==> src/hdl/overlay_rom.mem <==
// One 64-bit word per line, eight pattern bytes each, byte 0 of the word in bits 63:56
00020406080A0C0E
10121416181A1C1E
21232527292B2D2F
31333537393B3D3F
424046444A484E4C
525056545A585E5C
636167656B696F6D
737177757B797F7D
848680828C8E888A
949690929C9E989A
A5A7A1A3ADAFA9AB
B5B7B1B3BDBFB9BB
C6C4C2C0CECCCAC8
D6D4D2D0DEDCDAD8
E7E5E3E1EFEDEBE9
F7F5F3F1FFFDFBF9

==> src/hdl/overlay_pkg.sv <==
package overlay_pkg;

   // Window bounds in pixel columns and lines, both ends inclusive
   localparam int OVL_XMIN = 4;
   localparam int OVL_XMAX = 19;
   localparam int OVL_YMIN = 2;
   localparam int OVL_YMAX = 9;

   localparam int    OVL_BLKS     = 128; // One block per window pixel
   localparam int    OVL_WORDS    = 16;  // 64-bit words of eight pattern bytes
   localparam string OVL_ROM_FILE = "/design/src/hdl/overlay_rom.mem";

   // Counters stop one past the window edge
   localparam int OVL_COL_W     = $clog2(OVL_XMAX + 2);
   localparam int OVL_LINE_W    = $clog2(OVL_YMAX + 2);
   localparam int OVL_BLK_W     = $clog2(OVL_BLKS);
   localparam int OVL_WADDR_W   = $clog2(OVL_WORDS);
   localparam int OVL_FETCH_LAT = 3; // Input pixel to pattern byte

   localparam int                    OVL_AXI_AW   = 4;
   localparam logic [OVL_AXI_AW-1:0] OVL_REG_CTRL = 4'h0;
   localparam logic [OVL_AXI_AW-1:0] OVL_REG_TIME = 4'h4;
   localparam logic [OVL_AXI_AW-1:0] OVL_REG_STAT = 4'h8;
   localparam int                    OVL_MODE_W   = 3;
   localparam int                    OVL_TIME_W   = 16;

   // Upper half drops by 128 and lower half mirrors around 127
   function automatic logic [7:0] ovl_fold(input logic [7:0] chan);
      if (chan >= 8'd128) begin
         return chan - 8'd128;
      end
      return 8'd127 - chan;
   endfunction

endpackage

==> src/hdl/overlay_cfg_if.sv <==
`timescale 1ns/1ps

interface overlay_cfg_if
   import overlay_pkg::*;
();
   logic                  enable;
   logic [OVL_MODE_W-1:0] mode;
   logic [OVL_TIME_W-1:0] hide_after;
   logic                  restart;    // One cycle pulse on CTRL or TIME writes
   logic                  visible;

   modport regs_mp (
      output enable, mode, hide_after, restart,
      input  visible
   );

   modport mixer_mp (
      input  enable, mode, hide_after, restart,
      output visible
   );

endinterface

==> src/hdl/overlay_mixer.sv <==
`timescale 1ns/1ps

module overlay_mixer
   import overlay_pkg::*;
(
   input  logic                vin_clk_i,
   input  logic                rst_ni,
   input  logic                vin_vs_i,
   input  logic                vin_de_i,
   input  logic [23:0]         vin_data_i,
   input  logic [7:0]          pat_byte_i,
   input  logic                pat_valid_i,
   overlay_cfg_if.mixer_mp     cfg,
   output logic                vin_vs_o,
   output logic                vin_de_o,
   output logic [23:0]         vin_data_o
);
   logic [OVL_FETCH_LAT-1:0] vs_d;
   logic [OVL_FETCH_LAT-1:0] de_d;
   logic [23:0]              data_d [OVL_FETCH_LAT];
   logic [OVL_TIME_W-1:0]    frame_q;
   logic                     vs_rise;
   logic                     visible;
   logic                     fold;
   logic [23:0]              pix;

   assign vs_rise = vin_vs_i && !vs_d[0];
   assign visible = cfg.enable && (cfg.hide_after == '0 || frame_q < cfg.hide_after);
   assign cfg.visible = visible;

   assign pix  = data_d[OVL_FETCH_LAT-1];
   assign fold = visible && pat_valid_i && pat_byte_i[cfg.mode];

   always_ff @(posedge vin_clk_i or negedge rst_ni) begin
      if (!rst_ni) begin
         vs_d     <= '0;
         de_d     <= '0;
         frame_q  <= '0;
         vin_vs_o <= 1'b0;
         vin_de_o <= 1'b0;
      end else begin
         vs_d     <= {vs_d[OVL_FETCH_LAT-2:0], vin_vs_i};
         de_d     <= {de_d[OVL_FETCH_LAT-2:0], vin_de_i};
         vin_vs_o <= vs_d[OVL_FETCH_LAT-1];
         vin_de_o <= de_d[OVL_FETCH_LAT-1];
         if (cfg.restart) begin
            frame_q <= '0;
         end else if (vs_rise && frame_q < cfg.hide_after) begin
            frame_q <= frame_q + 1'b1; // Counts frames up to the hide limit
         end
      end
   end

   always_ff @(posedge vin_clk_i) begin
      data_d[0] <= vin_data_i;
      for (int i = 1; i < OVL_FETCH_LAT; i++) begin
         data_d[i] <= data_d[i-1];
      end
      if (fold) begin
         vin_data_o <= {ovl_fold(pix[23:16]), ovl_fold(pix[15:8]), ovl_fold(pix[7:0])};
      end else begin
         vin_data_o <= pix;
      end
   end

endmodule

==> src/hdl/overlay_pattern_fetch.sv <==
`timescale 1ns/1ps

module overlay_pattern_fetch
   import overlay_pkg::*;
(
   input  logic       vin_clk_i,
   input  logic       rst_ni,
   input  logic       vin_vs_i,
   input  logic       vin_de_i,
   output logic [7:0] pat_byte_o,
   output logic       pat_valid_o
);
   logic [OVL_COL_W-1:0]   col_q;
   logic [OVL_LINE_W-1:0]  line_q;
   logic [OVL_BLK_W-1:0]   blk_q;
   logic                   de_q;
   logic                   in_win;
   logic                   win_q;
   logic                   win_qq;
   logic [OVL_WADDR_W-1:0] waddr_q;
   logic [2:0]             bsel_q;
   logic [2:0]             bsel_qq;
   logic [63:0]            word_q;
   logic [63:0]            rom [OVL_WORDS];

   initial begin
      $readmemh(OVL_ROM_FILE, rom);
   end

   // Current pixel is active and lies inside the fixed window
   assign in_win = vin_de_i && !vin_vs_i &&
                   col_q >= OVL_XMIN && col_q <= OVL_XMAX &&
                   line_q >= OVL_YMIN && line_q <= OVL_YMAX;

   always_ff @(posedge vin_clk_i or negedge rst_ni) begin
      if (!rst_ni) begin
         col_q  <= '0;
         line_q <= '0;
         blk_q  <= '0;
         de_q   <= 1'b0;
      end else begin
         de_q <= vin_de_i;
         if (vin_vs_i) begin
            col_q  <= '0;
            line_q <= '0;
            blk_q  <= '0;
         end else if (vin_de_i) begin
            if (col_q <= OVL_XMAX) begin
               col_q <= col_q + 1'b1;
            end
            if (in_win) begin
               blk_q <= blk_q + 1'b1;
            end
         end else if (de_q) begin
            // End of an active line
            col_q <= '0;
            if (line_q <= OVL_YMAX) begin
               line_q <= line_q + 1'b1;
            end
         end
      end
   end

   always_ff @(posedge vin_clk_i) begin
      if (in_win) begin
         waddr_q <= blk_q[OVL_BLK_W-1:3];
         bsel_q  <= blk_q[2:0];
      end
      bsel_qq <= bsel_q;
      if (win_q) begin
         word_q <= rom[waddr_q];
      end
   end

   always_ff @(posedge vin_clk_i or negedge rst_ni) begin
      if (!rst_ni) begin
         win_q       <= 1'b0;
         win_qq      <= 1'b0;
         pat_valid_o <= 1'b0;
         pat_byte_o  <= '0;
      end else begin
         win_q       <= in_win;
         win_qq      <= win_q;
         pat_valid_o <= win_qq;
         // Byte 0 sits in the top bits of the word
         pat_byte_o  <= win_qq ? word_q[8*(7-bsel_qq) +: 8] : 8'h00;
      end
   end

endmodule

==> src/hdl/overlay_regs.sv <==
`timescale 1ns/1ps

module overlay_regs
   import overlay_pkg::*;
(
   input  logic                  vin_clk_i,
   input  logic                  rst_ni,
   input  logic [OVL_AXI_AW-1:0] s_awaddr_i,
   input  logic                  s_awvalid_i,
   output logic                  s_awready_o,
   input  logic [31:0]           s_wdata_i,
   input  logic [3:0]            s_wstrb_i,
   input  logic                  s_wvalid_i,
   output logic                  s_wready_o,
   output logic [1:0]            s_bresp_o,
   output logic                  s_bvalid_o,
   input  logic                  s_bready_i,
   input  logic [OVL_AXI_AW-1:0] s_araddr_i,
   input  logic                  s_arvalid_i,
   output logic                  s_arready_o,
   output logic [31:0]           s_rdata_o,
   output logic [1:0]            s_rresp_o,
   output logic                  s_rvalid_o,
   input  logic                  s_rready_i,
   overlay_cfg_if.regs_mp        cfg
);
   logic                  enable_q;
   logic [OVL_MODE_W-1:0] mode_q;
   logic [OVL_TIME_W-1:0] hide_q;
   logic                  restart_q;
   logic                  busy;
   logic                  wr_go;
   logic                  rd_go;
   logic [31:0]           rd_word;

   // No new transfer while either response is still pending
   assign busy  = s_bvalid_o || s_rvalid_o;
   assign wr_go = s_awvalid_i && s_wvalid_i && !busy;
   assign rd_go = s_arvalid_i && !busy && !wr_go; // A write wins a tie

   assign s_awready_o = wr_go;
   assign s_wready_o  = wr_go;
   assign s_arready_o = rd_go;
   assign s_bresp_o   = 2'b00;
   assign s_rresp_o   = 2'b00;

   always_ff @(posedge vin_clk_i or negedge rst_ni) begin
      if (!rst_ni) begin
         enable_q   <= 1'b1;
         mode_q     <= '0;
         hide_q     <= '0;
         restart_q  <= 1'b0;
         s_bvalid_o <= 1'b0;
      end else begin
         restart_q <= 1'b0;
         if (s_bvalid_o && s_bready_i) begin
            s_bvalid_o <= 1'b0;
         end
         if (wr_go) begin
            s_bvalid_o <= 1'b1;
            case (s_awaddr_i)
               OVL_REG_CTRL: begin
                  restart_q <= 1'b1;
                  if (s_wstrb_i[0]) begin
                     enable_q <= s_wdata_i[0];
                     mode_q   <= s_wdata_i[4 +: OVL_MODE_W];
                  end
               end
               OVL_REG_TIME: begin
                  restart_q <= 1'b1;
                  for (int b = 0; b < OVL_TIME_W / 8; b++) begin
                     if (s_wstrb_i[b]) begin
                        hide_q[8*b +: 8] <= s_wdata_i[8*b +: 8];
                     end
                  end
               end
               default: ;
            endcase
         end
      end
   end

   always_comb begin
      rd_word = '0; // Unmapped addresses read as zero
      case (s_araddr_i)
         OVL_REG_CTRL: begin
            rd_word[0]               = enable_q;
            rd_word[4 +: OVL_MODE_W] = mode_q;
         end
         OVL_REG_TIME: rd_word[OVL_TIME_W-1:0] = hide_q;
         OVL_REG_STAT: rd_word[0] = cfg.visible;
         default: ;
      endcase
   end

   always_ff @(posedge vin_clk_i or negedge rst_ni) begin
      if (!rst_ni) begin
         s_rvalid_o <= 1'b0;
      end else if (rd_go) begin
         s_rvalid_o <= 1'b1;
      end else if (s_rready_i) begin
         s_rvalid_o <= 1'b0;
      end
   end

   always_ff @(posedge vin_clk_i) begin
      if (rd_go) begin
         s_rdata_o <= rd_word;
      end
   end

   assign cfg.enable     = enable_q;
   assign cfg.mode       = mode_q;
   assign cfg.hide_after = hide_q;
   assign cfg.restart    = restart_q;

endmodule

==> src/hdl/overlay_top.sv <==
`timescale 1ns/1ps

module overlay_top
   import overlay_pkg::*;
(
   input  logic                  vin_clk_i,
   input  logic                  rst_ni,
   input  logic [OVL_AXI_AW-1:0] s_awaddr_i,
   input  logic                  s_awvalid_i,
   output logic                  s_awready_o,
   input  logic [31:0]           s_wdata_i,
   input  logic [3:0]            s_wstrb_i,
   input  logic                  s_wvalid_i,
   output logic                  s_wready_o,
   output logic [1:0]            s_bresp_o,
   output logic                  s_bvalid_o,
   input  logic                  s_bready_i,
   input  logic [OVL_AXI_AW-1:0] s_araddr_i,
   input  logic                  s_arvalid_i,
   output logic                  s_arready_o,
   output logic [31:0]           s_rdata_o,
   output logic [1:0]            s_rresp_o,
   output logic                  s_rvalid_o,
   input  logic                  s_rready_i,
   input  logic                  vin_vs_i,
   input  logic                  vin_de_i,
   input  logic [23:0]           vin_data_i,
   output logic                  vin_vs_o,
   output logic                  vin_de_o,
   output logic [23:0]           vin_data_o
);
   logic [7:0] pat_byte;
   logic       pat_valid;

   overlay_cfg_if cfg_bus ();

   overlay_regs i_regs (
      .vin_clk_i   (vin_clk_i),
      .rst_ni      (rst_ni),
      .s_awaddr_i  (s_awaddr_i),
      .s_awvalid_i (s_awvalid_i),
      .s_awready_o (s_awready_o),
      .s_wdata_i   (s_wdata_i),
      .s_wstrb_i   (s_wstrb_i),
      .s_wvalid_i  (s_wvalid_i),
      .s_wready_o  (s_wready_o),
      .s_bresp_o   (s_bresp_o),
      .s_bvalid_o  (s_bvalid_o),
      .s_bready_i  (s_bready_i),
      .s_araddr_i  (s_araddr_i),
      .s_arvalid_i (s_arvalid_i),
      .s_arready_o (s_arready_o),
      .s_rdata_o   (s_rdata_o),
      .s_rresp_o   (s_rresp_o),
      .s_rvalid_o  (s_rvalid_o),
      .s_rready_i  (s_rready_i),
      .cfg         (cfg_bus.regs_mp)
   );

   overlay_pattern_fetch i_fetch (
      .vin_clk_i   (vin_clk_i),
      .rst_ni      (rst_ni),
      .vin_vs_i    (vin_vs_i),
      .vin_de_i    (vin_de_i),
      .pat_byte_o  (pat_byte),
      .pat_valid_o (pat_valid)
   );

   // Pattern byte and pixel meet here three cycles after the input
   overlay_mixer i_mixer (
      .vin_clk_i   (vin_clk_i),
      .rst_ni      (rst_ni),
      .vin_vs_i    (vin_vs_i),
      .vin_de_i    (vin_de_i),
      .vin_data_i  (vin_data_i),
      .pat_byte_i  (pat_byte),
      .pat_valid_i (pat_valid),
      .cfg         (cfg_bus.mixer_mp),
      .vin_vs_o    (vin_vs_o),
      .vin_de_o    (vin_de_o),
      .vin_data_o  (vin_data_o)
   );

endmodule

==> config.mk <==
export PLATFORM = sky130hd
export DESIGN_NAME = overlay_top
export DESIGN_NICKNAME = d
export VERILOG_FILES = /design/src/hdl/overlay_pkg.sv /design/src/hdl/overlay_cfg_if.sv /design/src/hdl/overlay_mixer.sv /design/src/hdl/overlay_pattern_fetch.sv /design/src/hdl/overlay_regs.sv /design/src/hdl/overlay_top.sv
export SDC_FILE = /design/constraint.sdc
export NUM_CORES = 1
export LEC_CHECK = 0
export ABC_AREA = 0
export BUFFER_PORTS_ARGS = -buffer_cell sky130_fd_sc_hd__clkbuf_2
export CORE_ASPECT_RATIO = 0.9
export CORE_MARGIN = 2
export CORE_UTILIZATION = 35
export CTS_BUF_LIST = sky130_fd_sc_hd__clkbuf_4 sky130_fd_sc_hd__clkbuf_8
export DETAILED_ROUTE_END_ITERATION = 16
export PLACE_DENSITY = 0.62
export SYNTH_ARGS = -nofsm -noshare
export SYNTH_HDL_FRONTEND = slang
export SYNTH_SLANG_ARGS = --single-unit
==> constraint.sdc <==
create_clock -name vin_clk_i -period 2.3 [get_ports vin_clk_i]
set_input_delay 0.345 -clock vin_clk_i [delete_from_list [all_inputs] [get_ports vin_clk_i]]
set_output_delay 0.345 -clock vin_clk_i [all_outputs]
set_load 0.01 [all_outputs]
==> run metrics <==
status=finished clean; Final Wtd Congestion=0.866; die height=122 microns; n_diodes=0; Yosys top cell by area=dfxtp_1; RSZ-0062 raised after global routing=yes; crit path DAT=2610 ps; First DRT Iteration DRCs=105; Yosys cell types=46; CTS Buf Count=17; post-route clock period utilization=0.988; PnR worst setup slack=28.7 ps; area growth from synthesis to layout=30.7%; DR DRC count=0; Post-Route Skew=12.3 ps; Placed Instances=718; Worst Tran Pin Value=925 ps; number of nets with antenna violations after routing=0; max_slew headroom=0.383; YS warnings=0; critical path type=flop to flop; synthesized area per cell=12.9 sq um; clock buffer depth=2; Via density=4.50; Final Net Count=661; post-DR wirelength/cell=13.9 microns; crit end category=flop; Async SR Flop Fraction=0.296; grt ovf=0; CTS Root Cell=clkbuf_8; synthesized area=0.00537 sq mm; Static Leak=3.18 nW; Crit Path Max Fanout=3; Clock Latency Late Sink=450 ps; Die X=135 microns; Max-Cap Viols=0; Vias=3504; Fin. Hold Viols=0; Initial DRT Pass Iterations=4; final setup vio count=0; ys flop type=dfxtp_1; most area-consuming cells after synthesis=dfxtp_1 (36%), dfrtp_1 (21%), edfxtp_1 (8.9%), mux2_2 (5.2%), ha_1 (3.7%); slowest CP cell=a221o_2; placed wire-length estimate=7460 microns; total power divided by cell area=913 mW/mm^2; register area share after synthesis=0.666; number of synthesized flops with an enable pin=16; CTS tree=done; #FFs+latches synth=159; crit-path cells=inv_2, ha_4, a2111o_1, a221o_2, a2111oi_4, mux2_4; gr usage total=0.141; post-place instance area=0.00624 sq mm; top-area cell type share of the netlist area=0.358; Total Wirelength=10800 microns; Max Fclk=0.440 GHz; Placement Rows=42; GR Util met3=0.0501; final cell count without fillers=778; vias in the first global route=3508; fin. max-slew vios=0; H-tree Lvls=4; top post-synthesis cells by count=dfxtp_1 (96), dfrtp_1 (46), clkbuf_1 (32), mux2_2 (25), inv_1 (22); fin area=0.00702 sq mm; die outline area=0.0164 sq mm; proportion of layout cells with a drive suffix above 1=0.393; Reg clk slew, reported paths=80 ps; Worst EP required=2640 ps; met1 GRT Util=0.177; Post-Place Setup Slack=-34.5 ps; port buffer count=105; Hold Slack=39.6 ps; Core Region=0.0149 sq mm; Tmin final=2270 ps; initial core utilization=0.361; clk sink count=159; first-pass GRT wire length=17500 microns; startpoint types=flop; routing usage on met2=0.221; I/O pin cnt=144; min-delay worst type=primary input to flop; cell family with most CP delay=compound AO/OA/AOI/OAI gates; Mapped Cells=416; most common cell in the synthesized netlist=dfxtp_1; largest net degree at the start of global routing=26; GRT Max-Usage Layer=met2; Worst Path Buf+Inv=1; peak supply drop=0.000691 V; initial antenna violation count=0; max incr delay on CP=440 ps
[report_power, final]
part	leakage [nW]	internal [W]	total [W]	switching, W
Combinational	1.41	0.000644	0.00138	0.000739
Sequential	1.58	0.00304	0.00316	0.000115
Clock	0.191	0.000843	0.00187	0.00102
[what timing repair did]
action / in CTS / in global routing
pin swaps: 3 / 16
endpoints found under the setup margin: 10 / 17
gates resized for setup: 3 / 24
hold buffers: 26 / 0
hold endpoints to repair: 46 / 0
buffers inserted: 0 / 3
[kinds of logic (layout without fill, tap and decap cells)]
group           Yosys count  in the layout  synth area share
mux                      31             31            0.0641
other cells               1             20          0.000698
simple gates             85             85            0.0883
flops                   159            159             0.666
fa+ha+maj                16             16            0.0373
buf+inv                  79            224            0.0720
compound gates           45             45            0.0713
[area by class of cell]
cell class              count  area (sq um)
inverters                  22          82.6
fillers                  1345          7850
clock inverters            10          85.1
well taps                 198           248
repair buffers            171          1140
flip-flops and latches    159          3580
multi-input cells         197          1610
clock buffers              21           277
[sequential cells by signal, summed over array words and instances, names as in the netlist, 3 cells and up]
register and cells:
i_mixer.data_d 72, i_mixer.vin_data_o 24, i_mixer.frame_q 16, i_regs.cfg.hide_after 16, i_regs.s_rdata_o 16, i_mixer.de_d 3, i_mixer.vs_d 3, i_regs.cfg.mode 3
[through the flow]
| step | util | TNS (ps) | total power, W |
|---|---|---|---|
| finish | 0.472 | 0 | 0.00641 |
| global route | 0.472 | -274 | 0.00676 |
| CTS | 0.462 | 0 | 0.00638 |
| detailed placement | 0.420 | -76.8 | 0.00445 |
| global placement | 0.420 | -2.02 | 0.00440 |
| floorplan | - | 0 | 0.00393 |
[final timing paths]
check,cells past startpoint,slack [ps],start,endpoint
worst max-delay path,6,30,i_regs.cfg.hide_after[1],i_mixer.frame_q[4]
worst min-delay path,1,40,vin_vs_i,i_mixer.vs_d[0]
worst max register to register,6,30,i_regs.cfg.hide_after[1],i_mixer.frame_q[4]
worst min register to register,0,330,i_mixer.data_d[0][62],i_mixer.vin_data_o[14]
max in group asynchronous,3,1260,rst_ni,i_mixer.frame_q[15]
min in group asynchronous,2,460,rst_ni,i_regs.cfg.hide_after[7]
[cells in the final DEF, fill, tap and decap left out, types with 3 or more instances in the layout]
| cell type | n |
|---|---|
| clkbuf_2 | 105 |
| dfxtp_1 | 96 |
| dfrtp_1 | 46 |
| buf_4 | 35 |
| dlygate4sd3_1 | 26 |
| mux2_2 | 23 |
| inv_1 | 20 |
| conb_1 | 20 |
| clkbuf_8 | 19 |
| edfxtp_1 | 16 |
| nor2_1 | 14 |
| ha_1 | 14 |
| nor3_1 | 13 |
| nand3_1 | 9 |
| nand2_1 | 9 |
| a2111o_1 | 8 |
| a21oi_1 | 7 |
| a21oi_2 | 7 |
| nor2b_1 | 7 |
| nor4_1 | 6 |
| o41ai_1 | 6 |
| nand4_1 | 5 |
| clkinv_4 | 5 |
| and3_1 | 4 |
| mux2i_1 | 4 |
| buf_12 | 4 |
| a21o_1 | 3 |
| nand2b_1 | 3 |
| mux2_4 | 3 |
[worst register-to-register path: stages, from the launching register on]
cell,delay [ps]
dfrtp_1,390
inv_2,90
ha_4,200
a2111o_1,380
a221o_2,440
a2111oi_4,340
mux2_4,330
[routing by layer]
layer / wire, microns / share of wire / vias up
li1: - / - / 1705
met1: 4870 / 0.45 / 1666
met2: 5040 / 0.46 / 116
met3: 739 / 0.068 / 17
met4: 204 / 0.019 / 0
met5: 0 / 0 / -
(Power assumes the default switching activity.)
